==> src/rtl/dcache_pkg.sv <==
`default_nettype none

package dcache_pkg;

    localparam int ADDR_W = 32;
    localparam int WORD_W = 32;
    localparam int NUM_WAYS = 2;
    localparam int NUM_SETS = 16;
    localparam int WORDS_PER_LINE = 4;

    localparam int BYTE_W = 2;
    localparam int BYTES_PER_WORD = WORD_W / 8;
    localparam int WAY_W = (NUM_WAYS > 1) ? $clog2(NUM_WAYS) : 1;
    localparam int SET_W = $clog2(NUM_SETS);
    localparam int WORD_IDX_W = $clog2(WORDS_PER_LINE);
    localparam int TAG_W = ADDR_W - SET_W - WORD_IDX_W - BYTE_W;

    // address field positions
    localparam int WORD_LSB = BYTE_W;
    localparam int SET_LSB = WORD_LSB + WORD_IDX_W;
    localparam int TAG_LSB = SET_LSB + SET_W;

    typedef enum logic [1:0] {
        LINE_INVALID = 2'b00,
        LINE_CLEAN   = 2'b01,
        LINE_DIRTY   = 2'b10
    } line_state_e;

    typedef logic [WORDS_PER_LINE-1:0][WORD_W-1:0] line_t;

    typedef struct packed {
        logic              valid;
        logic [ADDR_W-1:0] addr;
    } load_req_t;

    typedef struct packed {
        logic              valid;
        logic              hit;
        logic              conflict;
        logic [WORD_W-1:0] data;
    } load_resp_t;

    typedef struct packed {
        logic                      valid;
        logic [ADDR_W-1:0]         addr;
        logic [WORD_W-1:0]         data;
        logic [BYTES_PER_WORD-1:0] mask;
    } store_req_t;

    typedef struct packed {
        logic valid;
        logic hit;
    } store_resp_t;

    typedef struct packed {
        logic              valid;
        logic [ADDR_W-1:0] addr;
        logic [WAY_W-1:0]  way;
        line_t             line;
    } refill_req_t;

    // addr is the line base of the victim
    typedef struct packed {
        logic              valid;
        logic [ADDR_W-1:0] addr;
        line_t             line;
    } evict_t;

    typedef struct packed {
        logic                      en;
        logic [SET_W-1:0]          set;
        logic [WAY_W-1:0]          way;
        logic [WORD_IDX_W-1:0]     word_idx;
        logic [WORD_W-1:0]         data;
        logic [BYTES_PER_WORD-1:0] mask;
    } store_wr_t;

    typedef struct packed {
        logic [TAG_W-1:0] tag;
        line_state_e      state;
    } tag_entry_t;

    function automatic logic [WORD_W-1:0] merge_bytes(
        input logic [WORD_W-1:0]         old_word,
        input logic [WORD_W-1:0]         new_word,
        input logic [BYTES_PER_WORD-1:0] mask
    );
        logic [WORD_W-1:0] result;
        result = old_word;
        for (int b = 0; b < BYTES_PER_WORD; b++) begin
            if (mask[b]) begin
                result[8*b +: 8] = new_word[8*b +: 8];
            end
        end
        return result;
    endfunction

endpackage

`default_nettype wire

==> src/rtl/dcache_refill_ctrl.sv <==
`default_nettype none

module dcache_refill_ctrl #(
    parameter int NUM_WAYS = dcache_pkg::NUM_WAYS,
    parameter int NUM_SETS = dcache_pkg::NUM_SETS,
    localparam int SET_BITS = $clog2(NUM_SETS),
    localparam int WAY_BITS = (NUM_WAYS > 1) ? $clog2(NUM_WAYS) : 1
) (
    input  logic                         clk,
    input  logic                         rst,
    input  dcache_pkg::refill_req_t      req,
    output logic                         rf_en,
    output logic [SET_BITS-1:0]          rf_set,
    output logic [WAY_BITS-1:0]          rf_way,
    output logic [dcache_pkg::TAG_W-1:0] rf_tag,
    output dcache_pkg::line_t            rf_line,
    input  dcache_pkg::tag_entry_t       rf_old_tag,
    input  dcache_pkg::line_t            rf_old_line,
    output dcache_pkg::evict_t           evict
);
    import dcache_pkg::*;

    logic                s1_valid;
    logic [SET_BITS-1:0] s1_set;
    logic                victim_dirty;

    logic              evict_valid_q;
    logic [ADDR_W-1:0] evict_addr_q;
    line_t             evict_line_q;

    // refill is written at the end of its request cycle
    assign rf_en = req.valid;
    assign rf_set = req.addr[SET_LSB +: SET_BITS];
    assign rf_way = req.way;
    assign rf_tag = req.addr[TAG_LSB +: TAG_W];
    assign rf_line = req.line;

    always_ff @(posedge clk or posedge rst) begin
        if (rst) begin
            s1_valid <= 1'b0;
        end else begin
            s1_valid <= req.valid;
        end
    end

    always_ff @(posedge clk) begin
        s1_set <= rf_set;
    end

    // old entry arrives one cycle after the refill
    assign victim_dirty = s1_valid & (rf_old_tag.state == LINE_DIRTY);

    always_ff @(posedge clk or posedge rst) begin
        if (rst) begin
            evict_valid_q <= 1'b0;
        end else begin
            evict_valid_q <= victim_dirty;
        end
    end

    always_ff @(posedge clk) begin
        if (victim_dirty) begin
            evict_addr_q <= {rf_old_tag.tag, s1_set, {SET_LSB{1'b0}}};
            evict_line_q <= rf_old_line;
        end
    end

    assign evict = '{
        valid: evict_valid_q,
        addr:  evict_addr_q,
        line:  evict_line_q
    };

endmodule

`default_nettype wire

==> config.mk <==
export PLATFORM = sky130hd
export DESIGN_NAME = dcache_refill_ctrl
export DESIGN_NICKNAME = d
export VERILOG_FILES = /design/src/rtl/dcache_pkg.sv /design/src/rtl/dcache_refill_ctrl.sv
export SDC_FILE = /design/constraint.sdc
export NUM_CORES = 1
export LEC_CHECK = 0
export ABC_AREA = 1
export BUFFER_PORTS_ARGS = -buffer_cell sky130_fd_sc_hd__buf_2
export CAP_MARGIN = 20
export CORE_AREA = 2 2 245 247
export DETAILED_ROUTE_END_ITERATION = 10
export DIE_AREA = 0 0 247 249
export SLEW_MARGIN = 20
export SYNTH_ARGS = -nofsm -noshare
export SYNTH_HDL_FRONTEND = slang
export SYNTH_SLANG_ARGS = --single-unit
==> constraint.sdc <==
create_clock -name clk -period 10.4 [get_ports clk]
set_input_delay 2.08 -clock clk [delete_from_list [all_inputs] [get_ports clk]]
set_output_delay 2.08 -clock clk [all_outputs]
set_load 0.05 [all_outputs]
; ---- Word level (Yosys, flattened, before mapping)
; Index checks and enable logic that the tools add are counted.
[totals]
reg_bits = 162
inputBits = 318
out_inout_bits = 319
[op_classes]
eq_ne = 1
bitwise = 1
[op_table]
columns = operator, count
row1 = $eq A2 B2 Y1 const B, 1
row2 = $and A1 B1 Y1, 1

; ---- Logic depth before layout (Yosys ltp)
[depth]
ltp_word = 2
depth_mapped = 2
mapped_depth_nobuf = 2

; ---- Worst setup path after synthesis
; Ideal clock, no wire load.
[synth_path]
path_type = input port to flip-flop
startpoint = input rf_old_tag[1] (netlist name)
endpoint = register evict_line_q, in the netlist evict[0], enable pin
t_required_ns = 9.850
arrival_ns = 6.089
setup_time_ns = 0.550
path_slack_ns = 3.762
stages = 2
cell_sequence = nand2_1 -> nor2_2
[synth_via]
elab_chain_cells = 2
[synth_rtl]
columns = item, line_no
row1 = from (decl), dcache_refill_ctrl.sv:17  ; input dcache_pkg::tag_entry_t rf_old_tag,
row2 = $eq A2 B2 Y1, dcache_refill_ctrl.sv:51  ; assign victim_dirty = s1_valid & (rf_old_tag.state == LINE_DIRTY);
row3 = $and A1 B1 Y1, dcache_refill_ctrl.sv:51
row4 = net victim_dirty, dcache_refill_ctrl.sv:25  ; logic victim_dirty;
row5 = to (signal assigned), dcache_refill_ctrl.sv:64  ; evict_line_q <= rf_old_line;
row6 = to (decl), dcache_refill_ctrl.sv:29  ; line_t evict_line_q;
; The timed path passes the listed nets, and every way through them passes these cells.
; A chain may end at the register's enable or synchronous reset.

; ---- Worst setup path after layout
[layout_path]
startpoint = input req[133] (netlist name)
endpoint = output rf_set[0]
[layout_lines]
columns = item, line_no
row1 = from (decl), dcache_refill_ctrl.sv:11  ; input dcache_pkg::refill_req_t req,
row2 = to (decl), dcache_refill_ctrl.sv:13  ; output logic [SET_BITS-1:0] rf_set,
; No word-level cell between the ends.

==> flow_summary.json <==
{
  "met3RoutedLength_um": 4029,
  "total_leakage_power_nw": 3.090,
  "routed.top_layer": "met5",
  "first_global_vias": 3328,
  "tritoncts": "yes",
  "dr.pass1.iters": 6,
  "coreArea_um2": 58690,
  "layout.cells.non_filler": 1300,
  "yosysWarnings": 0,
  "multi_input_area_um2": 30.03,
  "dominant_combinational_cell_family_by_area_after_synthesis": "buffers and inverters",
  "nets": 830,
  "io-pin-count": 637,
  "buffer_ports.inserted": 322,
  "die_h_um": 249,
  "yosysSeqAreaShare_pct": 79.50,
  "path_common_cell": "sky130_fd_sc_hd__buf_2",
  "max_cap_violations": 0,
  "number_of_flops_mapped_to_enable_cells_by_yosys": 156,
  "fillerInstances": 6516,
  "critPathMaxStageDelay_ns": 0.25,
  "slowest_stage": "sky130_fd_sc_hd__buf_2",
  "timing.setup.tns_ns": 0,
  "setup_slack_ns": 5.897,
  "hpwl_um": 20520,
  "netlist.area_leader.share_pct": 77.36,
  "worst_setup_hold_path_clk_slew_ns": 0.07,
  "most_frequently_used_flop_master_after_synthesis": "sky130_fd_sc_hd__edfxtp_1",
  "synth_mux_area_share_pct": 0,
  "cp_cell_sequence": "buf_2 -> buf_2",
  "die-area_um2": 61500,
  "max-clock-path-buffers": 2,
  "die_w_um": 247,
  "synth_common_cells": "sky130_fd_sc_hd__buf_4, sky130_fd_sc_hd__edfxtp_1, sky130_fd_sc_hd__dfxtp_1, sky130_fd_sc_hd__dfrtp_1",
  "grt_antenna_before_repair": 20,
  "post_cts_hold_buffer_count": 0,
  "cts_resized": 0,
  "timing.final.hold_violations": 0,
  "yosys.area_share.simple_pct": 0.1653,
  "cts_made_buffers": 17,
  "critical_path.top_delay_family": "buffers and inverters",
  "timing.final.max_slew_violations": 0,
  "final_antenna_net_count": 0,
  "synth-adder-area-share_pct": 0,
  "endpoint_kind": "output pin",
  "maximum_number_of_pins_on_one_net_before_global_route_repair": 71,
  "seq_area_um2": 4815,
  "drt_iter0_markers": 96,
  "postCtsSetupRepairBufs": 0,
  "synth-compound-area-share_pct": 0,
  "drt_wl_total_um": 24080,
  "startpoint_types": "primary input",
  "routedWlPerCell_um": 18.52,
  "critical_path_class": "in2out",
  "synthDistinctLibCells": 8,
  "synth_xor_area_share_pct": 0,
  "post_synth_main_area_contributors": "sky130_fd_sc_hd__edfxtp_1, sky130_fd_sc_hd__buf_4, sky130_fd_sc_hd__dfxtp_1",
  "grt_setup_unrepaired": "false",
  "row_count": 89,
  "track_usage_pct": 7.335,
  "areaGrowthSynthToFinish_pct": 33.02,
  "tightestPinTransition_ns": 0.9730,
  "routed-via-count": 3379,
  "critical_path.max_fanout": 2,
  "grt_pass1_wl_um": 29300,
  "synth_area_um2": 6056,
  "place.gp.congestion": 0.6745,
  "place.detailed.instances": 1266,
  "clock.fmax_mhz": 222.1,
  "syn_area_per_cell_um2": 18.41,
  "globalRoute.totalOverflow": 0,
  "root_buffer": "sky130_fd_sc_hd__clkbuf_16",
  "met2_length_um": 12120,
  "wl_met1_um": 6492,
  "detailed_place.area_um2": 7442,
  "synth_cells": 329,
  "htree_num_levels": 4,
  "drc_errors": 0,
  "min_path_type": "reg2reg",
  "hold-worst-slack_ns": 0.4100,
  "clock_insertion_delay_worst_skew_ns": 0.45,
  "asyncSetResetFlopFracSynth_pct": 1.235,
  "place_ws_ns": 5.598,
  "cts_sinks": 162,
  "cp_num_buf_inv": 2,
  "relSlewSlack_pct": 35.13,
  "critPathRequiredTime_ns": 8.32,
  "power_density_nw_per_um2": 186.4,
  "setup-violations-final": 0,
  "ir_drop_mv": 0.08741,
  "yosysMostFrequentCell": "sky130_fd_sc_hd__buf_4",
  "arrival_ns": 2.42,
  "final_design_area_no_fill_um2": 8055,
  "finalClockSkew_ns": 0.01457,
  "initial_core_util_pct": 10.32,
  "number_of_flip_flops_and_latches_in_the_synthesized_netlist": 162,
  "vias_per_std_cell": 2.599,
  "synth_area_leader_cell": "sky130_fd_sc_hd__edfxtp_1",
  "layout-drive-gt1-share_pct": 68.00,
  "layout_worst_path_cycle_share_pct": 43.30,
  "status": "complete, no violations",
  "fin_crit_ns": 4.503
}
-- routing by layer --
| layer | up-vias | GRT usage [%] |
|---|---|---|
| li1 | 1360 | - |
| met1 | 1519 | 5.428 |
| met2 | 372 | 13.37 |
| met3 | 120 | 4.837 |
| met4 | 8 | 4.854 |
| met5 | - | 0 |
-- sequential cells by signal (all words and copies together), names as in the netlist --
register,cells
s1_set,4
evict,128
s1_valid,1
evict_addr_q,28
evict_valid_q,1
-- power by group --
group / leakage [nW] / switching, mW / internal [mW] / total [mW]
logic: 1.30 / 0.0909 / 0.0323 / 0.123
clock network: 0.297 / 0.311 / 0.327 / 0.637
registers: 1.49 / 0.00395 / 0.737 / 0.741
-- placed cells by master (no fill, tap or decap) --
master and instances:
sky130_fd_sc_hd__dfrtp_1 2, sky130_fd_sc_hd__clkinv_2 1, sky130_fd_sc_hd__inv_8 4, sky130_fd_sc_hd__nor2_4 1, sky130_fd_sc_hd__inv_12 1, sky130_fd_sc_hd__clkbuf_16 17
sky130_fd_sc_hd__clkinv_4 2, sky130_fd_sc_hd__dfxtp_1 4, sky130_fd_sc_hd__conb_1 4, sky130_fd_sc_hd__edfxtp_1 156, sky130_fd_sc_hd__nand2_1 1, sky130_fd_sc_hd__clkinv_8 5
sky130_fd_sc_hd__buf_4 2, sky130_fd_sc_hd__inv_1 1, sky130_fd_sc_hd__buf_2 322, sky130_fd_sc_hd__inv_6 2, sky130_fd_sc_hd__diode_2 2
-- metrics by stage --
step	util, %	power [mW]
3_3_place_gp	12.68	0.8786
5_1_grt	13.72	1.562
6_report	13.73	1.501
4_1_cts	13.72	1.533
2_1_floorplan	-	0.9911
3_5_place_dp	12.68	0.8808
-- layout make-up --
cell class              count  area share, %
clock inverters            15          2.268
well taps                 773          12.01
flip-flops and latches    162          59.77
diodes                      2        0.06213
clock buffers              17          5.281
repair buffers            324          20.19
multi-input cells           6         0.3728
inverters                   1        0.04660
-- worst paths after layout --
check / endpoint / cells after the start / slack, ns / startpoint
worst max register to register: evict[60] / 4 / 7.50 / s1_valid
min in group asynchronous: evict_valid_q / 2 / 1.49 / rst
max in group asynchronous: s1_valid / 2 / 8.81 / rst
worst max-delay path: rf_set[0] / 2 / 5.90 / req[133]
worst min-delay path: evict_addr_q[7] / 0 / 0.41 / s1_set[3]
worst min register to register: evict_addr_q[7] / 0 / 0.41 / s1_set[3]
-- cell families (layout without fill, tap and decap cells) --
kind of cell           Yosys count  count (layout)
other                            1               6
DFF                            162             162
and+or+nand+nor                  2               2
buffers and inverters          164             357
Power figures use the tool's default switching activity.
