===== src/rtl/dcache_pkg.sv =====
`default_nettype none

package dcache_pkg;

    localparam int ADDR_W = 32;
    localparam int WORD_W = 32;
    localparam int NUM_WAYS = 2;
    localparam int NUM_SETS = 16;
    localparam int WORDS_PER_LINE = 4;

    localparam int BYTE_W = 2;
    localparam int BYTES_PER_WORD = WORD_W / 8;
    localparam int WAY_W = (NUM_WAYS > 1) ? $clog2(NUM_WAYS) : 1;
    localparam int SET_W = $clog2(NUM_SETS);
    localparam int WORD_IDX_W = $clog2(WORDS_PER_LINE);
    localparam int TAG_W = ADDR_W - SET_W - WORD_IDX_W - BYTE_W;

    // address field positions
    localparam int WORD_LSB = BYTE_W;
    localparam int SET_LSB = WORD_LSB + WORD_IDX_W;
    localparam int TAG_LSB = SET_LSB + SET_W;

    typedef enum logic [1:0] {
        LINE_INVALID = 2'b00,
        LINE_CLEAN   = 2'b01,
        LINE_DIRTY   = 2'b10
    } line_state_e;

    typedef logic [WORDS_PER_LINE-1:0][WORD_W-1:0] line_t;

    typedef struct packed {
        logic              valid;
        logic [ADDR_W-1:0] addr;
    } load_req_t;

    typedef struct packed {
        logic              valid;
        logic              hit;
        logic              conflict;
        logic [WORD_W-1:0] data;
    } load_resp_t;

    typedef struct packed {
        logic                      valid;
        logic [ADDR_W-1:0]         addr;
        logic [WORD_W-1:0]         data;
        logic [BYTES_PER_WORD-1:0] mask;
    } store_req_t;

    typedef struct packed {
        logic valid;
        logic hit;
    } store_resp_t;

    typedef struct packed {
        logic              valid;
        logic [ADDR_W-1:0] addr;
        logic [WAY_W-1:0]  way;
        line_t             line;
    } refill_req_t;

    // addr is the line base of the victim
    typedef struct packed {
        logic              valid;
        logic [ADDR_W-1:0] addr;
        line_t             line;
    } evict_t;

    typedef struct packed {
        logic                      en;
        logic [SET_W-1:0]          set;
        logic [WAY_W-1:0]          way;
        logic [WORD_IDX_W-1:0]     word_idx;
        logic [WORD_W-1:0]         data;
        logic [BYTES_PER_WORD-1:0] mask;
    } store_wr_t;

    typedef struct packed {
        logic [TAG_W-1:0] tag;
        line_state_e      state;
    } tag_entry_t;

    function automatic logic [WORD_W-1:0] merge_bytes(
        input logic [WORD_W-1:0]         old_word,
        input logic [WORD_W-1:0]         new_word,
        input logic [BYTES_PER_WORD-1:0] mask
    );
        logic [WORD_W-1:0] result;
        result = old_word;
        for (int b = 0; b < BYTES_PER_WORD; b++) begin
            if (mask[b]) begin
                result[8*b +: 8] = new_word[8*b +: 8];
            end
        end
        return result;
    endfunction

endpackage

`default_nettype wire


===== src/rtl/dcache_store_pipe.sv =====
`default_nettype none

module dcache_store_pipe #(
    parameter int NUM_WAYS = dcache_pkg::NUM_WAYS,
    parameter int WORDS_PER_LINE = dcache_pkg::WORDS_PER_LINE,
    localparam int WORD_BITS = $clog2(WORDS_PER_LINE)
) (
    input  logic                                  clk,
    input  logic                                  rst,
    input  dcache_pkg::store_req_t                req,
    output logic [dcache_pkg::SET_W-1:0]          st_set,
    input  dcache_pkg::tag_entry_t [NUM_WAYS-1:0] st_tags,
    output dcache_pkg::store_wr_t                 st_wr,
    output dcache_pkg::store_resp_t               resp
);
    import dcache_pkg::*;

    logic                      s1_valid;
    logic [ADDR_W-1:0]         s1_addr;
    logic [WORD_W-1:0]         s1_data;
    logic [BYTES_PER_WORD-1:0] s1_mask;

    logic [NUM_WAYS-1:0] way_hit;
    logic [WAY_W-1:0]    hit_way;
    logic                hit;

    logic resp_valid_q;
    logic resp_hit_q;

    assign st_set = req.addr[SET_LSB +: SET_W];

    always_ff @(posedge clk or posedge rst) begin
        if (rst) begin
            s1_valid <= 1'b0;
        end else begin
            s1_valid <= req.valid;
        end
    end

    always_ff @(posedge clk) begin
        s1_addr <= req.addr;
        s1_data <= req.data;
        s1_mask <= req.mask;
    end

    always_comb begin
        hit_way = '0;
        for (int w = 0; w < NUM_WAYS; w++) begin
            way_hit[w] = (st_tags[w].state != LINE_INVALID) &&
                         (st_tags[w].tag == s1_addr[TAG_LSB +: TAG_W]);
            if (way_hit[w]) begin
                hit_way = WAY_W'(w);
            end
        end
    end

    assign hit = |way_hit;

    // write goes out in the lookup cycle, array takes it at the next edge
    assign st_wr = '{
        en:       s1_valid & hit,
        set:      s1_addr[SET_LSB +: SET_W],
        way:      hit_way,
        word_idx: s1_addr[WORD_LSB +: WORD_BITS],
        data:     s1_data,
        mask:     s1_mask
    };

    always_ff @(posedge clk or posedge rst) begin
        if (rst) begin
            resp_valid_q <= 1'b0;
        end else begin
            resp_valid_q <= s1_valid;
        end
    end

    always_ff @(posedge clk) begin
        resp_hit_q <= hit;
    end

    assign resp = '{valid: resp_valid_q, hit: resp_hit_q};

endmodule

`default_nettype wire


===== config.mk =====
export PLATFORM = sky130hd
export DESIGN_NAME = dcache_store_pipe
export DESIGN_NICKNAME = d
export VERILOG_FILES = /design/src/rtl/dcache_pkg.sv /design/src/rtl/dcache_store_pipe.sv
export SDC_FILE = /design/constraint.sdc
export NUM_CORES = 1
export LEC_CHECK = 0
export ABC_CLOCK_PERIOD_IN_PS = 3400
export BUFFER_PORTS_ARGS = -buffer_cell sky130_fd_sc_hd__buf_2
export CORE_UTILIZATION = 40
export CTS_CLUSTER_DIAMETER = 100
export CTS_CLUSTER_SIZE = 12
export DETAILED_ROUTE_END_ITERATION = 8
export PLACE_DENSITY = 0.81
export SYNTH_ARGS = -nofsm -noshare
export SYNTH_HDL_FRONTEND = slang
export SYNTH_SLANG_ARGS = --single-unit

===== constraint.sdc =====
create_clock -name clk -period 3.4 [get_ports clk]
set_input_delay 0.17 -clock clk [delete_from_list [all_inputs] [get_ports clk]]
set_output_delay 0.17 -clock clk [all_outputs]
set_load 0.01 [all_outputs]

## After elaboration in Yosys (flattened, before gate mapping)

Cells that the tools add are included.

| word-level totals | value |
|---|---|
| bits in registers | 71 |
| input port bits | 123 |
| output and inout port bits | 50 |
| word-level logic and storage cells | 15 |

| operators by class | value |
|---|---|
| equality and inequality tests | 2 |
| multiplexer cells | 1 |
| bitwise gates (word level) | 1 |
| reduce and logical (&&, ||, !) cells | 5 |

Operators with widths:

| operator | number |
|---|---|
| == test 24 bit | 2 |
| nonzero test 2 bit | 2 |
| logical AND 1 bit | 2 |
| OR reduction 2 bit | 1 |
| AND 1 bit | 1 |
| two-way mux 1 bit | 1 |

## Longest topological paths before layout

Gate-level depths: netlist (run 1).

| logic depth | value |
|---|---|
| word-level depth | 4 |
| gate-level depth with buffers | 5 |
| mapped depth without buffers | 5 |

## Least setup slack after synthesis (run 1)

Ideal clock, no wire load.

| timing | value |
|---|---|
| path type | register -> output |
| start point | register s1_addr[15] |
| end point | output port st_wr[43] (netlist bit) |
| arrival time | 1.184 ns |
| required time | 3.230 ns |
| path slack | 2.046 ns |
| cell stages (with the launch flop) | 6 |
| path buffers | 0 |
| path through | dfxtp_1 -> xnor2_1 -> nand4_1 -> nor4_2 -> a22o_2 -> and2_1 |

RTL lines:

| item | RTL line | RTL |
|---|---|---|
| start, declared | dcache_store_pipe.sv:19 | `logic [ADDR_W-1:0] s1_addr;` |
| start signal, assigned | dcache_store_pipe.sv:41 | `s1_addr <= req.addr;` |
| end, declared | dcache_store_pipe.sv:13 | `output dcache_pkg::store_wr_t st_wr,` |

==> impl_results.md, run 1 <==
- Sw frac: 23.7%
- Worst skew pair latency: 330 ps
- Hold Vio Cnt, Final: 0
- P_int: 1.43 mW
- Overall power: 1.87 mW
- Critical path required time: 3230 ps
- Sw Pwr: 0.443 mW
- Clock transition at the registers of the reported paths: 70 ps
- Fin cells: 460
- Drc violations: 0
- Register bit total from synthesis: 69
- Final cell utilization of the core: 78.5%
- Worst-case clock buffer depth: 2
- Storage element area: 1390 sq um
- Syn Area/Cell: 13.5 sq um
- Post-synth top cells: dfxtp_1, xnor2_1, buf_4
- Worst setup path class: reg -> out
- Number of flops mapped to enable cells by yosys: 0
- Die area: 5410 sq um
- Via density: 4.61
- Nets: 511
- Initial antenna violation count: 0
- Syn Inst Count: 152
- Post-route ant nets: 0
- Post-Syn Nets: 275
- Core ar.: 4820 sq um
- Least-Margin Pin Slew: 339 ps
- Min Tclk post-route: 1990 ps
- Fin. max-slew vios: 0
- Flop pwr share: 46.8%
- Clock group share of total power: 39.4%
- Placed Cells: 376
- Starting Density: 42.5%
- Period Utilization, post-route: 58.4%
- Die width: 73.6 um
- PortBufs: 170
- Synth Cell Area: 2050 sq um
- CP max FO: 2
- Synth warn: 0
- Max_cap viols: 0
- Io pins: 173
- Row cnt: 25
- # diodes: 0
- Status: complete, no violations
- Synth area leader: dfxtp_1
- Cell Pwr Density: 494 nW/um^2
- First-pass GRT wire length: 11,800 um
- Relative slew slack: 77.2%
- Leakage Power: 1.77 nW
- Fillers: 285
- Layout area overhead: 84.7%
- Placer Congestion: 0.725
- Comb pwr share: 13.8%
- Fmax: 504 MHz
- Seq/Total Area, Yosys: 67.9%
- CTS root buf: clkbuf_8
- DR vias: 2,122
- Vias in the first global route: 2,336
- CP endpoint kind: output pin
- Detailed Route WL: 8240 um
- Synth top area share: 65.5%
- Worst hold slack: 233 ps
- Gates resized, CTS repair: 0
- Synth area leaders: dfxtp_1, xnor2_1, buf_4, nand4_1, dfrtp_1
- Total congestion overflow: 0
- CTS tree: built
- Setup violators final: 0
- Peak supply drop: 0.533 mV
- Clock Skew: 6.72 ps
- RSZ-0062 raised after global routing: false
- Most frequent cell after synthesis: dfxtp_1
- Synth cell types: 14
- 1st-iter DRT viols: 81
- GRT Util Overall: 31.0%
- Htree depth: 3
- DR WL/cell: 17.9 um
- Top FF cell, synth: dfxtp_1
- Number of buffers created by CTS: 9
- Area occupied by multi-input gates: 556 sq um
- HP Class: in -> async
- CP Launch Type: register
- Clk sinks: 69
- Ys async rst share: 2.90%
- Worst Path Arrival: 1820 ps
- Largest net degree at the start of global routing: 13
- Detailed Place HPWL: 4350 um
- Share of post-route cells with drive strength above 1: 47.6%
- Setup tns final: 0 ps
- First-pass DRT Iterations: 5
- Die boundary height: 73.6 um
-- per-layer routing --
metal	track usage [%]	vias to the layer above	share of wire, %
li1	-	951	-
met1	31.6	994	36
met2	55.6	141	52
met3	10.2	36	7.2
met4	17.3	0	4.9
met5	0	-	0
-- flip-flops by register name (all words and copies together), names as in the netlist --
signal and count:
s1_data 32, s1_addr 30, s1_mask 4, resp_hit_q 1, resp_valid_q 1, s1_valid 1
-- cells in the final DEF (no fill, tap or decap), drive strengths merged, types with 2 or more instances in the layout --
cell type,n
buf,170
dlygate4sd3,68
dfxtp,67
xnor2,48
clkbuf,11
nand4,10
o21ai,2
nand3,2
nor3,2
clkinv,2
bufinv,2
dfrtp,2
nor4,2
and2,2
-- what timing repair did --
action                                  in CTS  in global routing
buffers inserted                             0                  0
endpoints found under the setup margin       0                  0
endpoints found under the hold margin       69                  0
hold buffers                                68                  0
-- power groups by stage --
stage               clock network [mW]  logic, mW  registers (mW)
floorplan                            0     0.0685           0.900
global placement                     0      0.178           0.887
detailed placement                   0      0.182           0.889
CTS                              0.736      0.244           0.871
global route                     0.775      0.273           0.879
finish                           0.736      0.259           0.875
-- critical path, cell delays in order, from the launching register on --
cell	delay, ps
dfxtp_1	400
xnor2_1	150
nand4_1	150
nor4_1	360
a22o_2	200
and2_1	110
buf_2	120
-- worst paths after layout --
| check | from | to | slack [ps] | cells past startpoint |
|---|---|---|---|---|
| worst max-delay path | s1_addr[31] | st_wr[43] | 1410 | 6 |
| worst min-delay path | rst | s1_valid | 230 | 3 |
| worst max register to register | s1_addr[31] | resp_hit_q | 2090 | 4 |
| worst min register to register | s1_valid | resp_valid_q | 380 | 0 |
| max in group asynchronous | rst | resp_valid_q | 3060 | 3 |
| min in group clk | st_tags[5] | resp_hit_q | 370 | 5 |
-- kinds of logic after synthesis --
group                  after synthesis  synth area share, %
AND/OR/NAND/NOR                     18                 5.62
AO/OA/AOI/OAI                        3                0.977
XOR/XNOR                            48                 20.5
flip-flops                          69                 67.9
buffers and inverters               14                 4.95
-- cell type report --
cell class,count,area share (%)
repair buffers,238,40.5
flip-flops and latches,69,36.8
multi-input cells,69,14.7
clock buffers,11,3.47
clock inverters,5,2.25
well taps,67,2.22
inverters,1,0.0992
-- metrics by stage --
step,instance area [sq um],setup WS [ps]
CTS,3780,1410
global route,3780,1290
finish,3780,1410
floorplan,2050,2050
global placement,2890,1750
detailed placement,2890,1790
Power figures use the tool's default switching activity.
==> inputs of run 2 (changes only) <==
Settings changed: ABC_CLOCK_PERIOD_IN_PS 3400 to 1900, CORE_UTILIZATION 40 to 37, PLACE_DENSITY 0.81 to 0.76.
Clock period 3.4 ns to 1.9 ns, I/O delays scaled along.
==> impl_results.md, run 2 (synthesized netlist as in run 1, its figures left out) <==
- Status: complete, no violations
- Leakage Power: 1.81 nW (+1.9%)
- Row cnt: 26 (+4.0%)
- Crit path cell chain: xnor2_1 -> nand4_1 -> nor4_2 -> a22o_2 -> and2_4 -> buf_6
- Fmax: 554 MHz
- Worst setup path class: reg -> out
- Clock transition at the registers of the reported paths: 70 ps (about the same)
- PortBufs: 170 (unchanged)
- CP startpoint: s1_addr[11]
- Critical Path Slowest Stage Cell: dfxtp_2
- CP max stage delay: 340 ps (-60 ps)
- Hold Vio Cnt, Final: 0 (unchanged)
- Final cell utilization of the core: 73.9% (-4.6 points)
- # diodes: 0 (unchanged)
- Fin. max-slew vios: 0 (unchanged)
- CTS root buf: clkbuf_8
- Clk sinks: 69 (unchanged)
- Via density: 4.44 (-3.8%)
- Least-Margin Pin Slew: 321 ps (-18.6 ps)
- Max FFs per register: 32 (unchanged)
- Die boundary height: 76.4 um (+3.9%)
- Min Tclk post-route: 1800 ps
- Die width: 76.4 um (+3.9%)
- Postcts setup bufs: 0 (unchanged)
- Detailed Route WL: 7840 um (-4.8%)
- Max_cap viols: 0 (unchanged)
- CP endpoint kind: output pin
- Setup slack after layout: 95.2 ps (-1320 ps)
- Io pins: 173 (unchanged)
- Clock Skew: 8.60 ps (+1.88 ps)
- Worst skew pair latency: 320 ps (about the same)
- Die area: 5840 sq um (+7.9%)
- DR WL/cell: 16.9 um (-5.4%)
- Worst Path Arrival: 1710 ps (-110 ps)
- Vias in the first global route: 2,336 (unchanged)
- Total congestion overflow: 0 (unchanged)
- Htree depth: 3 (unchanged)
- Largest net degree at the start of global routing: 13 (unchanged)
- Most common cell after layout, fill and taps aside: buf_2
- Detailed Place HPWL: 4110 um (-5.5%)
- Worst-case clock buffer depth: 2 (unchanged)
- Cell Pwr Density: 810 nW/um^2 (+64%)
- Most frequent cells in the layout: buf_2, dlygate4sd3_1, dfxtp_1
- CP max FO: 2 (unchanged)
- 1st-iter DRT viols: 40 (-51%)
- Worst r2r path cells: 4 (unchanged)
- First-pass GRT wire length: 11,800 um (+0.53%)
- Peak supply drop: 0.559 mV (+4.9%)
- Initial antenna violation count: 1 (+1)
- Setup violators final: 0 (unchanged)
- CTS tree: built
- Relative slew slack: 78.4% (+1.3 points)
- DR vias: 2,055 (-3.2%)
- Worst r2r src: s1_addr[11]
- Core ar.: 5200 sq um (+8.1%)
- Reg-to-reg slack, setup: 670 ps (-1420 ps)
- Layout area overhead: 87.9%
- Dpl ws: 362 ps (-1430 ps)
- Starting Density: 39.4% (-3.2 points)
- First-pass DRT Iterations: 4 (-1)
- Number of buffers created by CTS: 9 (unchanged)
- Share of post-route cells with drive strength above 1: 53.9% (+6.4 points)
- Post-route ant nets: 0 (unchanged)
- Fillers: 315 (+11%)
- Nets: 511 (unchanged)
- Biggest register: s1_data
- RSZ-0062 raised after global routing: true
- Worst reg2reg path endpoint: resp_hit_q
- Drc violations: 0 (unchanged)
- Period Utilization, post-route: 95.0%
- GRT Util Overall: 27.2% (-3.8 points)
- Critical path required time: 1800 ps (-1430 ps)
- HP Class: in -> async
- CP Launch Type: register
- Top flop regs: s1_data x32, s1_addr x30, s1_mask x4
- Placer Congestion: 0.747 (+3.0%)
## run 2: through the flow
stage | setup TNS, ps | hold slack, ps | instances | power [mW] | area (sq um)
2_1_floorplan | 0 | -164 | 152 | 1.73 | 2050
3_3_place_gp | 0 | -54.8 | 379 | 1.91 | 2890
3_5_place_dp | 0 | -54.6 | 379 | 1.91 | 2890
4_1_cts | 0 | 133 | 463 | 3.07 | 3750
5_1_grt | -20.1 | 164 | 463 | 3.23 | 3850
6_report | 0 | 173 | 463 | 3.12 | 3850
## run 2: power breakdown
group	switching (mW)	internal [mW]	total (mW)
sequential	0.0421	1.53	1.57
combinational	0.178	0.295	0.473
clock	0.562	0.513	1.08
total	0.783	2.33	3.12
## run 2: how the worst max path moves through the flow
stage	end	depth (start not counted)	slack, ps
after global routing	st_wr[43]	6	-20
after CTS	st_wr[43]	6	3
after floorplan	st_wr[43]	5	620
after global placement	st_wr[43]	6	370
final	st_wr[43]	6	100
after detailed placement	st_wr[43]	6	360
## run 2: timing repair
action | in CTS | in global routing
endpoints found under the hold margin | 69 | 0
hold buffers | 68 | 0
setup endpoints to repair | 0 | 2
gates resized for setup | 0 | 26
## run 2: layout make-up
class	instances	area, sq um	share of cell area, %
Timing Repair Buffer	238	1540	40.0
Sequential cell	69	1410	36.6
Multi-Input combinational cell	69	634	16.5
Clock buffer	11	141	3.67
Tap cell	70	87.6	2.28
Clock inverter	5	35.0	0.910
Inverter	1	3.75	0.0975
## run 2: worst max-delay path: cells and delay by family, from the launching register on
family,cells,cell delay (ps)
compound gates,1,210
xor+xnor,1,160
buf+inv,1,90
flops,1,340
simple gates,3,610
## run 2: metal layers
metal	GRT usage, %	share of wire (%)	vias up
met1	27.4	35	947
met4	13.3	3.8	0
li1	-	-	953
met2	50.5	53	131
met5	0	0	-
met3	8.38	8.1	24
