--- src/rtl/dcache_pkg.sv ---
`default_nettype none

package dcache_pkg;

    localparam int ADDR_W = 32;
    localparam int WORD_W = 32;
    localparam int NUM_WAYS = 2;
    localparam int NUM_SETS = 16;
    localparam int WORDS_PER_LINE = 4;

    localparam int BYTE_W = 2;
    localparam int BYTES_PER_WORD = WORD_W / 8;
    localparam int WAY_W = (NUM_WAYS > 1) ? $clog2(NUM_WAYS) : 1;
    localparam int SET_W = $clog2(NUM_SETS);
    localparam int WORD_IDX_W = $clog2(WORDS_PER_LINE);
    localparam int TAG_W = ADDR_W - SET_W - WORD_IDX_W - BYTE_W;

    // address field positions
    localparam int WORD_LSB = BYTE_W;
    localparam int SET_LSB = WORD_LSB + WORD_IDX_W;
    localparam int TAG_LSB = SET_LSB + SET_W;

    typedef enum logic [1:0] {
        LINE_INVALID = 2'b00,
        LINE_CLEAN   = 2'b01,
        LINE_DIRTY   = 2'b10
    } line_state_e;

    typedef logic [WORDS_PER_LINE-1:0][WORD_W-1:0] line_t;

    typedef struct packed {
        logic              valid;
        logic [ADDR_W-1:0] addr;
    } load_req_t;

    typedef struct packed {
        logic              valid;
        logic              hit;
        logic              conflict;
        logic [WORD_W-1:0] data;
    } load_resp_t;

    typedef struct packed {
        logic                      valid;
        logic [ADDR_W-1:0]         addr;
        logic [WORD_W-1:0]         data;
        logic [BYTES_PER_WORD-1:0] mask;
    } store_req_t;

    typedef struct packed {
        logic valid;
        logic hit;
    } store_resp_t;

    typedef struct packed {
        logic              valid;
        logic [ADDR_W-1:0] addr;
        logic [WAY_W-1:0]  way;
        line_t             line;
    } refill_req_t;

    // addr is the line base of the victim
    typedef struct packed {
        logic              valid;
        logic [ADDR_W-1:0] addr;
        line_t             line;
    } evict_t;

    typedef struct packed {
        logic                      en;
        logic [SET_W-1:0]          set;
        logic [WAY_W-1:0]          way;
        logic [WORD_IDX_W-1:0]     word_idx;
        logic [WORD_W-1:0]         data;
        logic [BYTES_PER_WORD-1:0] mask;
    } store_wr_t;

    typedef struct packed {
        logic [TAG_W-1:0] tag;
        line_state_e      state;
    } tag_entry_t;

    function automatic logic [WORD_W-1:0] merge_bytes(
        input logic [WORD_W-1:0]         old_word,
        input logic [WORD_W-1:0]         new_word,
        input logic [BYTES_PER_WORD-1:0] mask
    );
        logic [WORD_W-1:0] result;
        result = old_word;
        for (int b = 0; b < BYTES_PER_WORD; b++) begin
            if (mask[b]) begin
                result[8*b +: 8] = new_word[8*b +: 8];
            end
        end
        return result;
    endfunction

endpackage

`default_nettype wire

--- src/rtl/dcache_load_pipe.sv ---
`default_nettype none

module dcache_load_pipe #(
    parameter int NUM_WAYS = dcache_pkg::NUM_WAYS,
    parameter int WORDS_PER_LINE = dcache_pkg::WORDS_PER_LINE,
    localparam int WORD_BITS = $clog2(WORDS_PER_LINE)
) (
    input  logic                                        clk,
    input  logic                                        rst,
    input  dcache_pkg::load_req_t                       req,
    input  dcache_pkg::store_wr_t                       st_wr,
    input  logic                                        refill_valid,
    output logic [dcache_pkg::SET_W-1:0]                ld_set,
    output logic [WORD_BITS-1:0]                        ld_word,
    input  dcache_pkg::tag_entry_t [NUM_WAYS-1:0]       ld_tags,
    input  logic [NUM_WAYS-1:0][dcache_pkg::WORD_W-1:0] ld_words,
    output dcache_pkg::load_resp_t                      resp
);
    import dcache_pkg::*;

    logic             s1_valid;
    logic             s1_conflict;
    logic [TAG_W-1:0] s1_tag;
    logic             conflict;

    logic [NUM_WAYS-1:0] way_hit;
    logic [WORD_W-1:0]   hit_word;
    logic                any_hit;

    logic              resp_valid_q;
    logic              resp_hit_q;
    logic              resp_conflict_q;
    logic [WORD_W-1:0] resp_data_q;

    assign ld_set = req.addr[SET_LSB +: SET_W];
    assign ld_word = req.addr[WORD_LSB +: WORD_BITS];

    // any refill, or a store write into the set being read
    assign conflict = refill_valid | (st_wr.en & (st_wr.set == ld_set));

    always_ff @(posedge clk or posedge rst) begin
        if (rst) begin
            s1_valid <= 1'b0;
        end else begin
            s1_valid <= req.valid;
        end
    end

    always_ff @(posedge clk) begin
        s1_tag <= req.addr[TAG_LSB +: TAG_W];
        s1_conflict <= conflict;
    end

    // stage two compares against the registered array read
    always_comb begin
        hit_word = '0;
        for (int w = 0; w < NUM_WAYS; w++) begin
            way_hit[w] = (ld_tags[w].state != LINE_INVALID) && (ld_tags[w].tag == s1_tag);
            if (way_hit[w]) begin
                hit_word = ld_words[w];
            end
        end
    end

    assign any_hit = |way_hit;

    always_ff @(posedge clk or posedge rst) begin
        if (rst) begin
            resp_valid_q <= 1'b0;
        end else begin
            resp_valid_q <= s1_valid;
        end
    end

    always_ff @(posedge clk) begin
        resp_hit_q <= any_hit & ~s1_conflict;
        resp_conflict_q <= s1_conflict;
        resp_data_q <= hit_word;
    end

    assign resp = '{
        valid:    resp_valid_q,
        hit:      resp_hit_q,
        conflict: resp_conflict_q,
        data:     resp_data_q
    };

endmodule

`default_nettype wire

--- config.mk ---
export PLATFORM = sky130hd
export DESIGN_NAME = dcache_load_pipe
export DESIGN_NICKNAME = d
export VERILOG_FILES = /design/src/rtl/dcache_pkg.sv /design/src/rtl/dcache_load_pipe.sv
export SDC_FILE = /design/constraint.sdc
export NUM_CORES = 1
export LEC_CHECK = 0
export BUFFER_PORTS_ARGS = -buffer_cell sky130_fd_sc_hd__buf_2
export CORE_AREA = 2 2 93 95
export CTS_BUF_LIST = sky130_fd_sc_hd__clkbuf_2 sky130_fd_sc_hd__clkbuf_4 sky130_fd_sc_hd__clkbuf_8
export CTS_CLUSTER_DIAMETER = 80
export DETAILED_ROUTE_END_ITERATION = 8
export DIE_AREA = 0 0 95 97
export PLACE_DENSITY = 0.78
export SLEW_MARGIN = 20
export SYNTH_ARGS = -nofsm -noshare
export SYNTH_HDL_FRONTEND = slang
export SYNTH_SLANG_ARGS = --single-unit
--- constraint.sdc ---
create_clock -name clk -period 2 [get_ports clk]
set_clock_uncertainty 0.05 [all_clocks]
set_input_delay 0.3 -clock clk [delete_from_list [all_inputs] [get_ports clk]]
set_output_delay 0.3 -clock clk [all_outputs]
set_load 0.005 [all_outputs]
**Word level (Yosys, flattened, before mapping)**

Index checks and enable logic that the tools add are counted.

- Memory bits (read-only): 0
- RAM bits: 0
- Memories kept: 0
- Latch bits: 0
- Logic and storage cells: 21
- Register bits after elaboration: 61
- Output and inout port bits: 41
- Bits of input ports: 196

- Multiplexer cells: 2
- $add $sub $neg: 0
- Shifts and indexed selects: 0
- Reductions and logical operators: 5
- Magnitude comparators: 0
- Div/mod/pow operators: 0
- $mul: 0
- Bitwise gates (word level): 4
- Equal/unequal tests: 3

Operators with widths:

| cell | count |
|---|---|
| $mux W32 | 2 |
| $eq A24 B24 Y1 | 2 |
| $eq A4 B4 Y1 | 1 |
| $reduce_bool A2 Y1 | 2 |
| $and A1 B1 Y1 | 2 |
| $logic_and A1 B1 Y1 | 2 |
| $reduce_or A2 Y1 | 1 |
| $not A1 Y1 | 1 |
| $or A1 B1 Y1 | 1 |

**Longest topological paths before layout**

Gate-level depths: netlist of run 1.

- Word-level depth: 4
- Gate-level depth with buffers: 6
- Depth with buffers taken out: 5

**Worst setup path before layout of run 1**

OpenSTA, ideal clock, no wires.

- Path kind: register -> register
- Start point: reg s1_tag[3]
- End point: reg resp_data_q[10]
- Data arrival time: 1,960 ps
- Path slack: -82 ps
- Library setup time: 72 ps
- Cell stages (with the launch flop): 7
- Required time: 1,878 ps
- Buffers on the path: 1
- Clock period less this slack: 2,082 ps
- Cells stage by stage: dfxtp_1 xnor2_1 nand4_1 or4_4 nor4_4 buf_6 mux2i_1

- Cells in the longest elaborated chain, start to end: 4
- Elaborated cells between the ends (all ways): 6
- Those cells by class: 2 x eq/ne; 2 x mux; 2 x reduce/logical

RTL lines:

| what | RTL line | text |
|---|---|---|
| from (decl) | dcache_load_pipe.sv:23 | `logic [TAG_W-1:0] s1_tag;` |
| from (signal assigned) | dcache_load_pipe.sv:50 | `s1_tag <= req.addr[TAG_LSB +: TAG_W];` |
| $eq A24 B24 Y1 | dcache_load_pipe.sv:58 | `way_hit[w] = (ld_tags[w].state != LINE_INVALID) && (ld_tags[w].tag == s1_tag);` |
| $logic_and A1 B1 Y1 | dcache_load_pipe.sv:58 |  |
| $mux W32 | dcache_load_pipe.sv:59 | `if (way_hit[w]) begin` |
| $mux W32 * | dcache_load_pipe.sv:59 |  |
| via hit_word[10] | dcache_load_pipe.sv:27 | `logic [WORD_W-1:0] hit_word;` |
| to (signal assigned) | dcache_load_pipe.sv:78 | `resp_data_q <= hit_word;` |
| to (decl) | dcache_load_pipe.sv:33 | `logic [WORD_W-1:0] resp_data_q;` |

Mark *: on every way through the listed nets, which the timed path passes. The rest lies on a longest branch.

**Final worst setup path of run 1**

- Start point: reg s1_tag[4]
- End point: reg resp_data_q[15]

The elaborated chain is that of the path after synthesis.

==> results.md, run 1 <==
- The compound-gate portion of the synthesized area is 0.0110.
- At the later pin of the worst-skew pair, clock insertion delay measures 320 ps.
- The sum of overflow across all layers after global routing is 0.
- The xor/xnor cell area share of the yosys netlist is 0.174.
- At the worst endpoint, the required time is 2200 ps.
- The number of antenna diodes in the final layout is 0.
- Walking the worst path, the cells encountered are xnor2_2 > nand4_1 > or4_4 > nor4_4 > buf_6 > clkbuf_16 > mux2i_1.
- The checks that failed: negative setup slack.
- The average vias per placed instance is 4.43.
- The combinational family with the most area after synthesis is XOR/XNOR gates.
- The headroom to the max-slew limit is 0.772.
- The longest clock path from root to sink contains 2 buffers.
- The total length of routed met3 wires is 517 µm.
- The half-perimeter wire length of the detailed placement result is 5.62 mm.
- For flop-to-flop paths, the worst setup slack is -60 ps.
- The met2 layer wire length in the routed design is 4.24 mm.
- The number of iterations in the first detailed-routing pass is 4.
- On the critical path the largest part of the delay comes from simple AND/OR/NAND/NOR gates.
- The total power draw is 2710 µW.
- The total power density per cell area is 655 mW/mm².
- In this run the cell area of the synthesized design comes to 0.00262 mm².
- In the global route stage, overall resource usage came out at 0.165.
- In the routed design, unresolved DRC markers number 0.
- The routed length on met1 is 2.99 mm.
- The number of antenna violations at the first check in global routing is 0.
- The top-level I/O count is 237.
- The number of buffers and inverters on the critical path is 2.
- For this configuration, the core starts out at a cell density of 0.322.
- The run finished, with violations left.
- TritonCTS created 9 clock buffers.
- The number of global-route vias before repair is 2,574.
- The final weighted congestion in routability-driven placement is 0.782.
- The part of the power in registers is 0.469.
- Synthesis produced a netlist whose cell count is 253.
- The total area inside the core boundary comes to 0.00813 mm².
- The global-route wire length before repair is 11.7 mm.
- The internal power consumption is 2090 µW.
- After detailed routing, no signal wire sits above met4.
- Once detail routing completed, the nets flagged for antenna violations numbered 0.
- The max-cap check violation count is 0.
- In the final timing run, aggregate negative setup slack is -744 ps.
- The initial detailed-routing violation count is 67.
- In the post-route analysis, the smallest setup slack over all paths is -58.0 ps.
- The leading cell type in the layout, fill and taps excluded is sky130_fd_sc_hd__buf_2.
- The min-delay analysis places its worst path in the category in -> reg.
- The count of buffers inserted at the top-level ports is 191.
- The slew at the pin closest to its max-slew limit is 340 ps.
- The clock net in this run drives a total of 61 sinks.
- Summed over all cells, the static leakage comes to 0.00201 µW.
- The adder-cell area share of the yosys netlist is 0.
- The number of warnings issued by yosys is 0.
- The count of endpoints failing hold in the final timing report is 0.
- The register bit total from synthesis is 61.
- The area of the die is 0.00922 mm².
- From left edge to right edge, the die measures 95 µm.
- The clock tree synthesis step divided the H-tree into 3 levels.
- In this run the clock root is driven by a sky130_fd_sc_hd__clkbuf_8.
- Of the post-synthesis cell area, the part taken by muxes is 0.122.
- The critical path endpoint category is a flop.
- Synthesis produced a netlist with a net count of 449.
- Relative to the synthesized area, the layout overhead comes to 57.9%.
- The distinct cell type count of the synthesized netlist is 20.
- The part of the total power dissipated in the clock network is 0.404.
- The chip height is 97 µm.
- Timing would allow up to 486 MHz.
- Setup repair after global routing could not meet its margin everywhere.
- The final clock period utilization by the worst path is 1.03.
- The fraction of final layout cells with drive strength greater than 1 is 0.512.
- The critical path start-end classification is reg -> reg.
- The post-route minimum period is 2060 ps.
- The largest net degree at the start of global routing is 34.
- The largest stage delay on the critical path is 560 ps.
- The maximum resistive drop on vdd is 0.000331 V.
- TritonCTS built the clock tree.
- After detailed routing, the average wire length per cell comes to 13.9 µm.
- Across all layers, the routed design uses 2,516 vias.
- Of the total power, combinational logic draws 0.127.
- The top cell types in the final layout, fill and taps aside, are sky130_fd_sc_hd__buf_2 (191), sky130_fd_sc_hd__dfxtp_1 (56), sky130_fd_sc_hd__xnor2_1 (43).
- After clock tree synthesis, the clock-pin slew on the worst setup and hold paths is 70 ps.
- The worst setup path is launched from a flop.
- The total count of max-transition violations in the final report is 0.
- The net count of the finished layout is 654.
- The fraction of the yosys area taken by sequential cells is 0.470.
- Of the total synthesized cell area, the portion taken by AND, OR, NAND and NOR gates is 0.125.
- Setup violations remaining at the end of the flow were counted as 23.
- The slowest stage of the critical path belongs to the cell sky130_fd_sc_hd__or4_4.
- The data arrival at the endpoint of the critical path is 2260 ps.
- After synthesis, the mean cell area works out to 10.4 µm².
- Of all nets on the critical path, the largest fanout is 8.
- The floorplan has 33 rows.
- Of the total power, the share spent switching nets is 0.228.
- In this run the power spent charging and discharging nets is 617 µW.
- The final wirelength is 7.87 mm.
synth_stat cells:
library cell               number  area [µm²]
sky130_fd_sc_hd__or4_4          1        11.3
sky130_fd_sc_hd__inv_1         33         124
sky130_fd_sc_hd__nand3_1        1        5.00
sky130_fd_sc_hd__buf_4          9        67.6
sky130_fd_sc_hd__o21ai_0        2        10.0
sky130_fd_sc_hd__nor4_4         1        21.3
sky130_fd_sc_hd__dfxtp_1       59        1180
sky130_fd_sc_hd__nor4_1         1        6.26
sky130_fd_sc_hd__xor2_1         6        52.6
sky130_fd_sc_hd__o21ba_1        1        10.0
sky130_fd_sc_hd__nor2_1         1        3.75
sky130_fd_sc_hd__mux2i_1       32         320
sky130_fd_sc_hd__nor3_1         2        10.0
sky130_fd_sc_hd__nand4_1       42         263
sky130_fd_sc_hd__dfrtp_1        2        50.1
sky130_fd_sc_hd__a31o_2         1        8.76
sky130_fd_sc_hd__and3_1         1        6.26
sky130_fd_sc_hd__xnor2_1       46         403
sky130_fd_sc_hd__buf_6          3        33.8
sky130_fd_sc_hd__clkbuf_1       9        33.8
logic make-up after synthesis:
group                     count (synthesis)
DFF                                      61
xor gates and xnor gates                 52
AOI/OAI and AO/OA                         4
buffers and inverters                    54
muxes                                    32
and+or+nand+nor                          50
sequential cells by signal, summed over array words and instances (netlist names):
signal	cells
resp_hit_q	1
s1_conflict	1
s1_valid	1
resp_conflict_q	1
resp_valid_q	1
s1_tag	24
resp_data_q	32
power groups by stage:
stage               Sequential, µW  Clock (µW)  Combinational, µW
floorplan                     1290           0                141
global placement              1290           0                319
detailed placement            1300           0                326
CTS                           1270        1140                335
global route                  1270        1190                381
finish                        1270        1090                344
through the flow:
step / area [µm²] / utilization / hold slack [ps] / cells / setup WS (ps)
final: 4140 / 0.509 / 23.8 / 568 / -58.0
after global placement: 3700 / 0.455 / 102 / 538 / -101
after detailed placement: 3700 / 0.455 / 105 / 538 / -160
after global routing: 4140 / 0.509 / 0.863 / 568 / -159
after CTS: 3980 / 0.489 / 0.149 / 559 / -83.9
after floorplan: 2620 / - / -8.82 / 253 / 55.4
worst paths after layout:
kind,startpoint,to,depth (start not counted)
worst max-delay path,s1_tag[4]$_DFF_P_,resp_data_q[15]$_DFF_P_,7
worst min-delay path,req[19],s1_tag[11]$_DFF_P_,1
worst max register to register,s1_tag[4]$_DFF_P_,resp_data_q[15]$_DFF_P_,7
worst min register to register,s1_valid$_DFF_PP0_,resp_valid_q$_DFF_PP0_,0
max in group asynchronous,rst,s1_valid$_DFF_PP0_,3
min in group asynchronous,rst,resp_valid_q$_DFF_PP0_,3
worst register-to-register path: stages, from the launching register on:
cell                        delay (ps)
sky130_fd_sc_hd__dfxtp_1           330
sky130_fd_sc_hd__xnor2_2           200
sky130_fd_sc_hd__nand4_1           120
sky130_fd_sc_hd__or4_4             560
sky130_fd_sc_hd__nor4_4            160
sky130_fd_sc_hd__buf_6             200
sky130_fd_sc_hd__clkbuf_16         190
sky130_fd_sc_hd__mux2i_1           190
cell type report:
class	count	area [µm²]
Clock buffer	12	153
Clock inverter	4	47.5
Fill cell	757	4000
Inverter	33	124
Multi-Input combinational cell	138	1180
Sequential cell	61	1230
Tap cell	105	131
Timing Repair Buffer	215	1270
layer usage:
layer  track usage  vias up
met3        0.0506       15
met2         0.310      115
li1              -     1254
met5             0        -
met4        0.0468        0
met1         0.172     1132
what timing repair did:
item | 4_1_cts | 5_1_grt
pin swaps | 0 | 2
hold endpoints to repair | 4 | 5
buffers inserted | 1 | 1
gates resized for setup | 6 | 4
hold buffers | 3 | 5
cloned | 1 | 3
setup endpoints to repair | 33 | 33
Power figures use the tool's default switching activity.
==> run 2: changes to the inputs <==
--- a/config.mk
+++ b/config.mk
@@ -7,7 +7,7 @@
 export LEC_CHECK = 0
 export BUFFER_PORTS_ARGS = -buffer_cell sky130_fd_sc_hd__buf_2
 export CORE_AREA = 2 2 93 95
-export CTS_BUF_LIST = sky130_fd_sc_hd__clkbuf_2 sky130_fd_sc_hd__clkbuf_4 sky130_fd_sc_hd__clkbuf_8
+export CTS_BUF_LIST = sky130_fd_sc_hd__clkbuf_8
 export CTS_CLUSTER_DIAMETER = 80
 export DETAILED_ROUTE_END_ITERATION = 8
 export DIE_AREA = 0 0 95 97
==> run 2 against run 1 <==
  * The flow still finishes with violations (negative setup slack)
  * Combinational power is essentially flat
  * Non-clock buffer count is the same
  * Critical path depth is the same
  * Sequential share of layout area grew 0.054 points
  * First-iteration DRC count shrank 1.5%
  * Hold slack gained 1.3 ps
  * Clock power is essentially flat
  * Core utilization shrank 0.092 points
  * Largest cell class unchanged
  * Via count grew 0.24%
  * Sequential power is essentially flat
==> results.md, run 2 (synthesis gave the netlist of run 1 again) <==
- The top cell types in the final layout, fill and taps aside, are sky130_fd_sc_hd__buf_2 (191), sky130_fd_sc_hd__dfxtp_1 (56), sky130_fd_sc_hd__xnor2_1 (43).
- The data required time of the critical path was 2200 ps (about the same).
- The number of levels the H-tree was split into is 3 (unchanged).
- The final wirelength was 7.89 mm (+0.23%).
- The proportion of power drawn by combinational gates was 0.129 (+0.002).
- The number of antenna violations at the first check in global routing came to 0 (unchanged).
- The largest individual stage delay along the critical path comes from the cell sky130_fd_sc_hd__or4_4.
- The leading cell type in the layout, fill and taps excluded is sky130_fd_sc_hd__buf_2.
- The chip height was 97 µm (unchanged).
- The post-route minimum period is 2060 ps (-0.523 ps).
- The area overhead of the layout relative to synthesis is 57.6%.
- The internal power consumption is 2060 µW (-1.8%).
- The total number of vias is 2,522 (+0.24%).
- The register clock-pin slew on the reported worst setup and hold paths is 70 ps (about the same).
- The part of the total power dissipated in the clock network was 0.396 (-0.008).
- The flip-flop count of the largest register, all copies and words added came to 32 (unchanged).
- The final number of setup-violating endpoints is 23 (unchanged).
- The average vias per placed instance is 4.44 (+0.24%).
- The final clock period utilization by the worst path is 1.03 (about the same).
- Grouping stages by cell kind, the critical path spends the most delay in simple AND/OR/NAND/NOR gates.
- The max-cap check violation count is 0 (unchanged).
- The x dimension of the die was 95 µm (unchanged).
- The final-layout setup total negative slack is -739 ps (+4.66 ps).
- The initial detailed-routing violation count came to 66 (-1.5%).
- The largest net degree at the start of global routing is 34 (unchanged).
- The count of buffers inserted at the top-level ports is 191 (unchanged).
- The standby leakage power is 0.00201 µW (about the same).
- The total power density per cell area is 647 mW/mm² (-1.2%).
- The overall routing resource usage is 0.165 (+0.000641).
- The global-route wire length before repair is 11.8 mm (+0.35%).
- The clock latency reported for the late side of the worst-skew pair came to 320 ps (about the same).
- The worst setup path is launched from a flop.
- The critical path start-end classification is reg -> reg.
- The remaining number of nets flagged by the antenna check after routing came to 0 (unchanged).
- The flow ran to the end, but the final reports show violations.
- The detailed-route wire length per cell is 13.9 µm (+0.23%).
- The largest fanout on the critical path is 8 (unchanged).
- The number of iterations in the first detailed-routing pass is 4 (unchanged).
- The standard-cell row count is 33 (unchanged).
- The area of the core region is 0.00813 mm² (unchanged).
- The part of the power in registers is 0.475 (+0.006).
- The largest stage delay on the critical path is 560 ps (about the same).
- The count of clock tree sinks came to 61 (unchanged).
- The maximum resistive drop on vdd is 0.000328 V (-1.0%).
- The register with the most flip-flops in the final layout is resp_data_q.
- The data arrival at the endpoint of the critical path is 2260 ps (about the same).
- Setup repair after global routing could not meet its margin everywhere.
- The TritonCTS clock tree is built.
- The headroom to the max-slew limit is 0.772 (about the same).
- The slew at the pin closest to its max-slew limit was 340 ps (+0.00131 ps).
- The final reports fail on negative setup slack.
- The count of buffer and inverter cells on the critical path came to 2 (unchanged).
- The achievable clock frequency came to 486 MHz (about the same).
- The fraction of final layout cells with drive strength greater than 1 is 0.508 (-0.00432).
- The area of the die is 0.00922 mm² (unchanged).
- The setup slack at placement was -160 ps (unchanged).
- The half-perimeter wire length of the detailed placement result was 5.62 mm (unchanged).
- The worst hold path belongs to the class in -> reg.
- The number of antenna cells inserted came to 0 (unchanged).
- The total count of max-transition violations in the final report is 0 (unchanged).
- The initial core utilization came to 0.322 (unchanged).
- The count of nets after finishing is 654 (unchanged).
- In the final layout, the registers with the most flip-flops are resp_data_q x32, s1_tag x24.
- The remaining routing DRC violations was 0 (unchanged).
- The filler cell count came to 760 (+0.40%).
- The switching power summed over all nets is 617 µW (+0.11%).
- STA classifies the critical path endpoint as a flop.
- The top-level I/O count is 237 (unchanged).
- The root buffer cell is sky130_fd_sc_hd__clkbuf_8.
- The sum of overflow across all layers after global routing was 0 (unchanged).
- The number of CTS-inserted buffers is 9 (unchanged).
- The number of global-route vias before repair is 2,574 (unchanged).
- The buffer levels on the longest clock path is 2 (unchanged).
- The count of endpoints failing hold in the final timing report is 0 (unchanged).
- The final weighted congestion in routability-driven placement was 0.782 (unchanged).
- The switching fraction of total power is 0.231 (+0.00338).
- The critical path goes through xnor2_2 > nand4_1 > or4_4 > nor4_4 > buf_6 > clkbuf_16 > mux2i_1.
- The post-layout worst setup margin is -57.5 ps (+0.522 ps).
run 2: cell types whose count changed in the layout (fill, tap and decap cells not counted), sizes merged:
cell	change
clkbuf	-2
inv	+2
run 2: worst paths after layout:
check,start,endpoint,slack [ps],cells past startpoint
max reg2reg,s1_tag[4]$_DFF_P_,resp_data_q[15]$_DFF_P_,-60,7
max in group asynchronous,rst,resp_valid_q$_DFF_PP0_,1480,3
min reg2reg,s1_valid$_DFF_PP0_,resp_valid_q$_DFF_PP0_,300,0
max,s1_tag[4]$_DFF_P_,resp_data_q[15]$_DFF_P_,-60,7
min in group asynchronous,rst,s1_valid$_DFF_PP0_,310,3
min,req[19],s1_tag[11]$_DFF_P_,30,1
run 2: stage by stage:
step / area, µm² / hold WS, ps / total power [µW] / util / std cells
2_1_floorplan: 2620 / -8.82 / 1430 / - / 253
3_5_place_dp: 3700 / 105 / 1620 / 0.455 / 538
3_3_place_gp: 3700 / 102 / 1610 / 0.455 / 538
4_1_cts: 3970 / 0.149 / 2700 / 0.488 / 559
5_1_grt: 4130 / 0.577 / 2800 / 0.508 / 568
6_report: 4130 / 25.0 / 2670 / 0.508 / 568
run 2: per-layer routing:
layer / share of wire / track usage / vias up
met5: 0 / 0 / -
met4: 0.016 / 0.0468 / 0
met3: 0.070 / 0.0506 / 15
met2: 0.55 / 0.312 / 123
met1: 0.37 / 0.172 / 1128
li1: - / - / 1256
run 2: layout make-up:
type | count | area [µm²] | share of cell area
clock buffer | 10 | 138 | 0.0333
inverter | 33 | 124 | 0.0300
tap | 105 | 131 | 0.0318
sequential | 61 | 1230 | 0.299
timing repair buffer | 215 | 1270 | 0.307
clock inverter | 6 | 55.1 | 0.0133
multi-input combinational | 138 | 1180 | 0.285
run 2: power by group through the flow:
stage / registers [µW] / clock network, µW / logic, µW
finish: 1270 / 1060 / 344
global route: 1270 / 1150 / 382
CTS: 1270 / 1100 / 336
detailed placement: 1300 / 0 / 326
global placement: 1290 / 0 / 319
floorplan: 1290 / 0 / 141
run 2: what timing repair did:
item	CTS	global route
hold buffers	3	5
gates cloned	1	3
pin swaps	0	2
gates resized for setup	6	4
setup endpoints to repair	33	33
endpoints found under the hold margin	4	5
buffers inserted	1	1
==> run 3: changes to the inputs <==
--- a/config.mk
+++ b/config.mk
@@ -12,6 +12,7 @@
 export DETAILED_ROUTE_END_ITERATION = 8
 export DIE_AREA = 0 0 95 97
 export PLACE_DENSITY = 0.78
+export REMOVE_ABC_BUFFERS = 1
 export SLEW_MARGIN = 20
 export SYNTH_ARGS = -nofsm -noshare
 export SYNTH_HDL_FRONTEND = slang
==> run 3 against run 2 <==
  * The flow still finishes with violations (negative setup slack)
  * Final area is 0.64% lower
  * Largest cell class unchanged
  * Highest routed layer unchanged
  * Setup slack improved by 45 ps
  * Power fell by 4.3%
  * Final cell count did not move
  * Largest power group unchanged
  * Critical endpoint is now resp_data_q[29]$_DFF_P_
==> results.md, run 3 (synthesis gave the netlist of run 1 again) <==
- The remaining number of nets flagged by the antenna check after routing is 0 (unchanged).
- TritonCTS built the clock tree.
- The total number of vias was 2,514 (-0.32%).
- Setup repair after global routing could not meet its margin everywhere.
- The family of cells with the greatest summed delay on the critical path is simple AND/OR/NAND/NOR gates.
- The total length of routed met3 wires is 643 µm (+17%).
- The overall routing resource usage came to 0.165 (-0.000772).
- The register clock-pin slew on the reported worst setup and hold paths came to 70 ps (about the same).
- The top-level I/O count is 237 (unchanged).
- The fraction of final layout cells with drive strength greater than 1 came to 0.518 (+0.0108).
- The count of buffer and inverter cells on the critical path is 2 (unchanged).
- The top cell types in the final layout, fill and taps aside, are sky130_fd_sc_hd__buf_2 (191), sky130_fd_sc_hd__dfxtp_1 (53), sky130_fd_sc_hd__xnor2_1 (43).
- The checks that failed: negative setup slack.
- The achievable clock frequency was 497 MHz (+2.3%).
- The number of placed instances, taps included is 544 (+1.1%).
- The area of the die was 0.00922 mm² (unchanged).
- The count of nets after finishing came to 656 (+0.31%).
- The largest fanout on the critical path is 8 (unchanged).
- The standard-cell row count is 33 (unchanged).
- The met2 layer wire length in the routed design was 4.11 mm (-4.6%).
- The average vias per placed instance is 4.43 (-0.32%).
- The flip-flop count of the largest register, all copies and words added was 32 (unchanged).
- The x dimension of the die is 95 µm (unchanged).
- The setup slack at placement is -245 ps (-84.5 ps).
- The signal on the critical path passes through xnor2_2 > nand4_1 > or4_4 > nor4_4 > buf_6 > clkbuf_16 > mux2i_1.
- The post-layout worst setup margin is -12.1 ps (+45.4 ps).
- The highest metal layer carrying signal wires in the routed design is met4.
- The run finished, with violations left.
- The chip height was 97 µm (unchanged).
- The worst setup path is captured at a flop.
- The number of levels the H-tree was split into is 3 (unchanged).
- The slew at the pin closest to its max-slew limit came to 351 ps (+11.4 ps).
- The number of global-route vias before repair came to 2,601 (+1.0%).
- The number of iterations in the first detailed-routing pass was 4 (unchanged).
- The largest registers in the layout are resp_data_q x32, s1_tag x24.
- The cell at the slowest stage of the critical path is sky130_fd_sc_hd__or4_4.
- The sum of overflow across all layers after global routing came to 0 (unchanged).
- The root buffer cell chosen for the clock tree is sky130_fd_sc_hd__clkbuf_8.
- The count of buffers inserted at the top-level ports came to 191 (unchanged).
- The total power draw is 2560 µW (-4.3%).
- The cell area after layout is 0.00410 mm² (-0.64%).
- The final clock period utilization by the worst path is 1.01 (-0.0227).
- The global-route wire length before repair is 11.8 mm (unchanged).
- The count of clock tree sinks is 61 (unchanged).
- The critical path start-end classification is reg -> reg.
- The worst hold-check path type is in -> reg.
- The non-filler instance count after layout is 568 (unchanged).
- The largest stage delay on the critical path is 530 ps (-30 ps).
- Ranked by flip-flop count, first place goes to resp_data_q.
- The initial core utilization came to 0.322 (unchanged).
- The data arrival at the endpoint of the critical path is 2210 ps (-50 ps).
- The instance area at placement is 0.00374 mm² (+1.2%).
- The final weighted congestion in routability-driven placement is 0.815 (+4.2%).
- The final wirelength is 7.82 mm (-0.86%).
- The headroom to the max-slew limit is 0.766 (-0.00573).
- The maximum resistive drop on vdd is 0.000372 V (+13%).
- The standby leakage power was 0.00201 µW (+0.23%).
- The number of CTS-inserted buffers is 9 (unchanged).
- The area overhead of the layout relative to synthesis is 56.6%.
- The half-perimeter wire length of the detailed placement result is 5.83 mm (+3.9%).
- The area of the core region is 0.00813 mm² (unchanged).
- The clock latency reported for the late side of the worst-skew pair came to 320 ps (about the same).
- The initial detailed-routing violation count is 63 (-4.5%).
- The number of antenna cells inserted is 0 (unchanged).
- The filler cell count is 770 (+1.3%).
- The data required time of the critical path is 2200 ps (about the same).
- The startpoint kind of the worst setup timing path is a flop.
- The remaining routing DRC violations is 0 (unchanged).
- The routed length on met1 is 2.91 mm (+0.41%).
- The number of antenna violations at the first check in global routing is 0 (unchanged).
- The leading cell type in the layout, fill and taps excluded is sky130_fd_sc_hd__buf_2.
- The buffer levels on the longest clock path is 2 (unchanged).
- The final number of setup-violating endpoints is 7 (-70%).
- The count of endpoints failing hold in the final timing report is 0 (unchanged).
- The post-route minimum period is 2010 ps (-45.4 ps).
- The max-cap check violation count is 0 (unchanged).
- The largest net degree at the start of global routing came to 34 (unchanged).
- The total count of max-transition violations in the final report is 0 (unchanged).
- The total power density per cell area came to 623 mW/mm² (-3.7%).
- The detailed-route wire length per cell is 13.8 µm (-0.86%).
[run 3: cell types whose count changed in the layout (fill, tap and decap cells not counted)]
cell                            previous run  this run
sky130_fd_sc_hd__buf_4                     8        13
sky130_fd_sc_hd__dfxtp_1                  56        53
sky130_fd_sc_hd__dfxtp_2                   3         6
sky130_fd_sc_hd__dlygate4sd3_1             8         5
sky130_fd_sc_hd__bufinv_16                 1         0
sky130_fd_sc_hd__clkbuf_8                 10        11
sky130_fd_sc_hd__clkinvlp_4                1         0
sky130_fd_sc_hd__inv_1                    35        34
sky130_fd_sc_hd__mux2i_1                  31        32
sky130_fd_sc_hd__mux2i_2                   1         0
sky130_fd_sc_hd__o21ba_1                   0         1
sky130_fd_sc_hd__o21ba_4                   1         0
[run 3: path summary, 6_finish.rpt]
kind	slack (ps)	depth (start not counted)	from	end
hold / removal	20	1	req[9]	s1_tag[1]$_DFF_P_
setup reg to reg	-10	7	s1_tag[0]$_DFF_P_	resp_data_q[29]$_DFF_P_
setup / recovery	-10	7	s1_tag[0]$_DFF_P_	resp_data_q[29]$_DFF_P_
hold reg to reg	310	0	s1_conflict$_DFF_P_	resp_conflict_q$_DFF_P_
max in group asynchronous	1470	3	rst	resp_valid_q$_DFF_PP0_
min in group asynchronous	310	3	rst	s1_valid$_DFF_PP0_
[run 3: timing repair]
action	in CTS	in global routing
hold endpoints to repair	2	4
hold buffers	1	4
gates cloned	1	3
setup buffers	1	0
endpoints found under the setup margin	33	33
pin swaps	3	3
resized for setup	5	6
[run 3: final cells by class]
class	instances	area [µm²]	area share
clock buffers	11	151	0.0369
clock inverters	3	13.8	0.00335
inverters	33	124	0.0302
multi-input cells	138	1170	0.284
flip-flops and latches	61	1240	0.302
well taps	105	131	0.0320
repair buffers	217	1280	0.311
[run 3: layer usage]
layer | track usage | up-vias
met5 | 0 | -
met4 | 0.0569 | 0
met3 | 0.0569 | 15
met2 | 0.300 | 120
met1 | 0.172 | 1121
li1 | - | 1258
[run 3: power by group]
group	switching (µW)	internal, µW	total, µW
clock	442	495	937
combinational	132	218	350
sequential	23.1	1250	1270
[run 3: per-stage QoR]
stage,setup TNS (ps),hold WS (ps),util
floorplan,-48600,-8.82,-
global placement,-6230,95.2,0.460
detailed placement,-6960,100,0.460
CTS,-8.73,3.10,0.487
global route,-3820,0.732,0.505
finish,-22.4,23.1,0.505
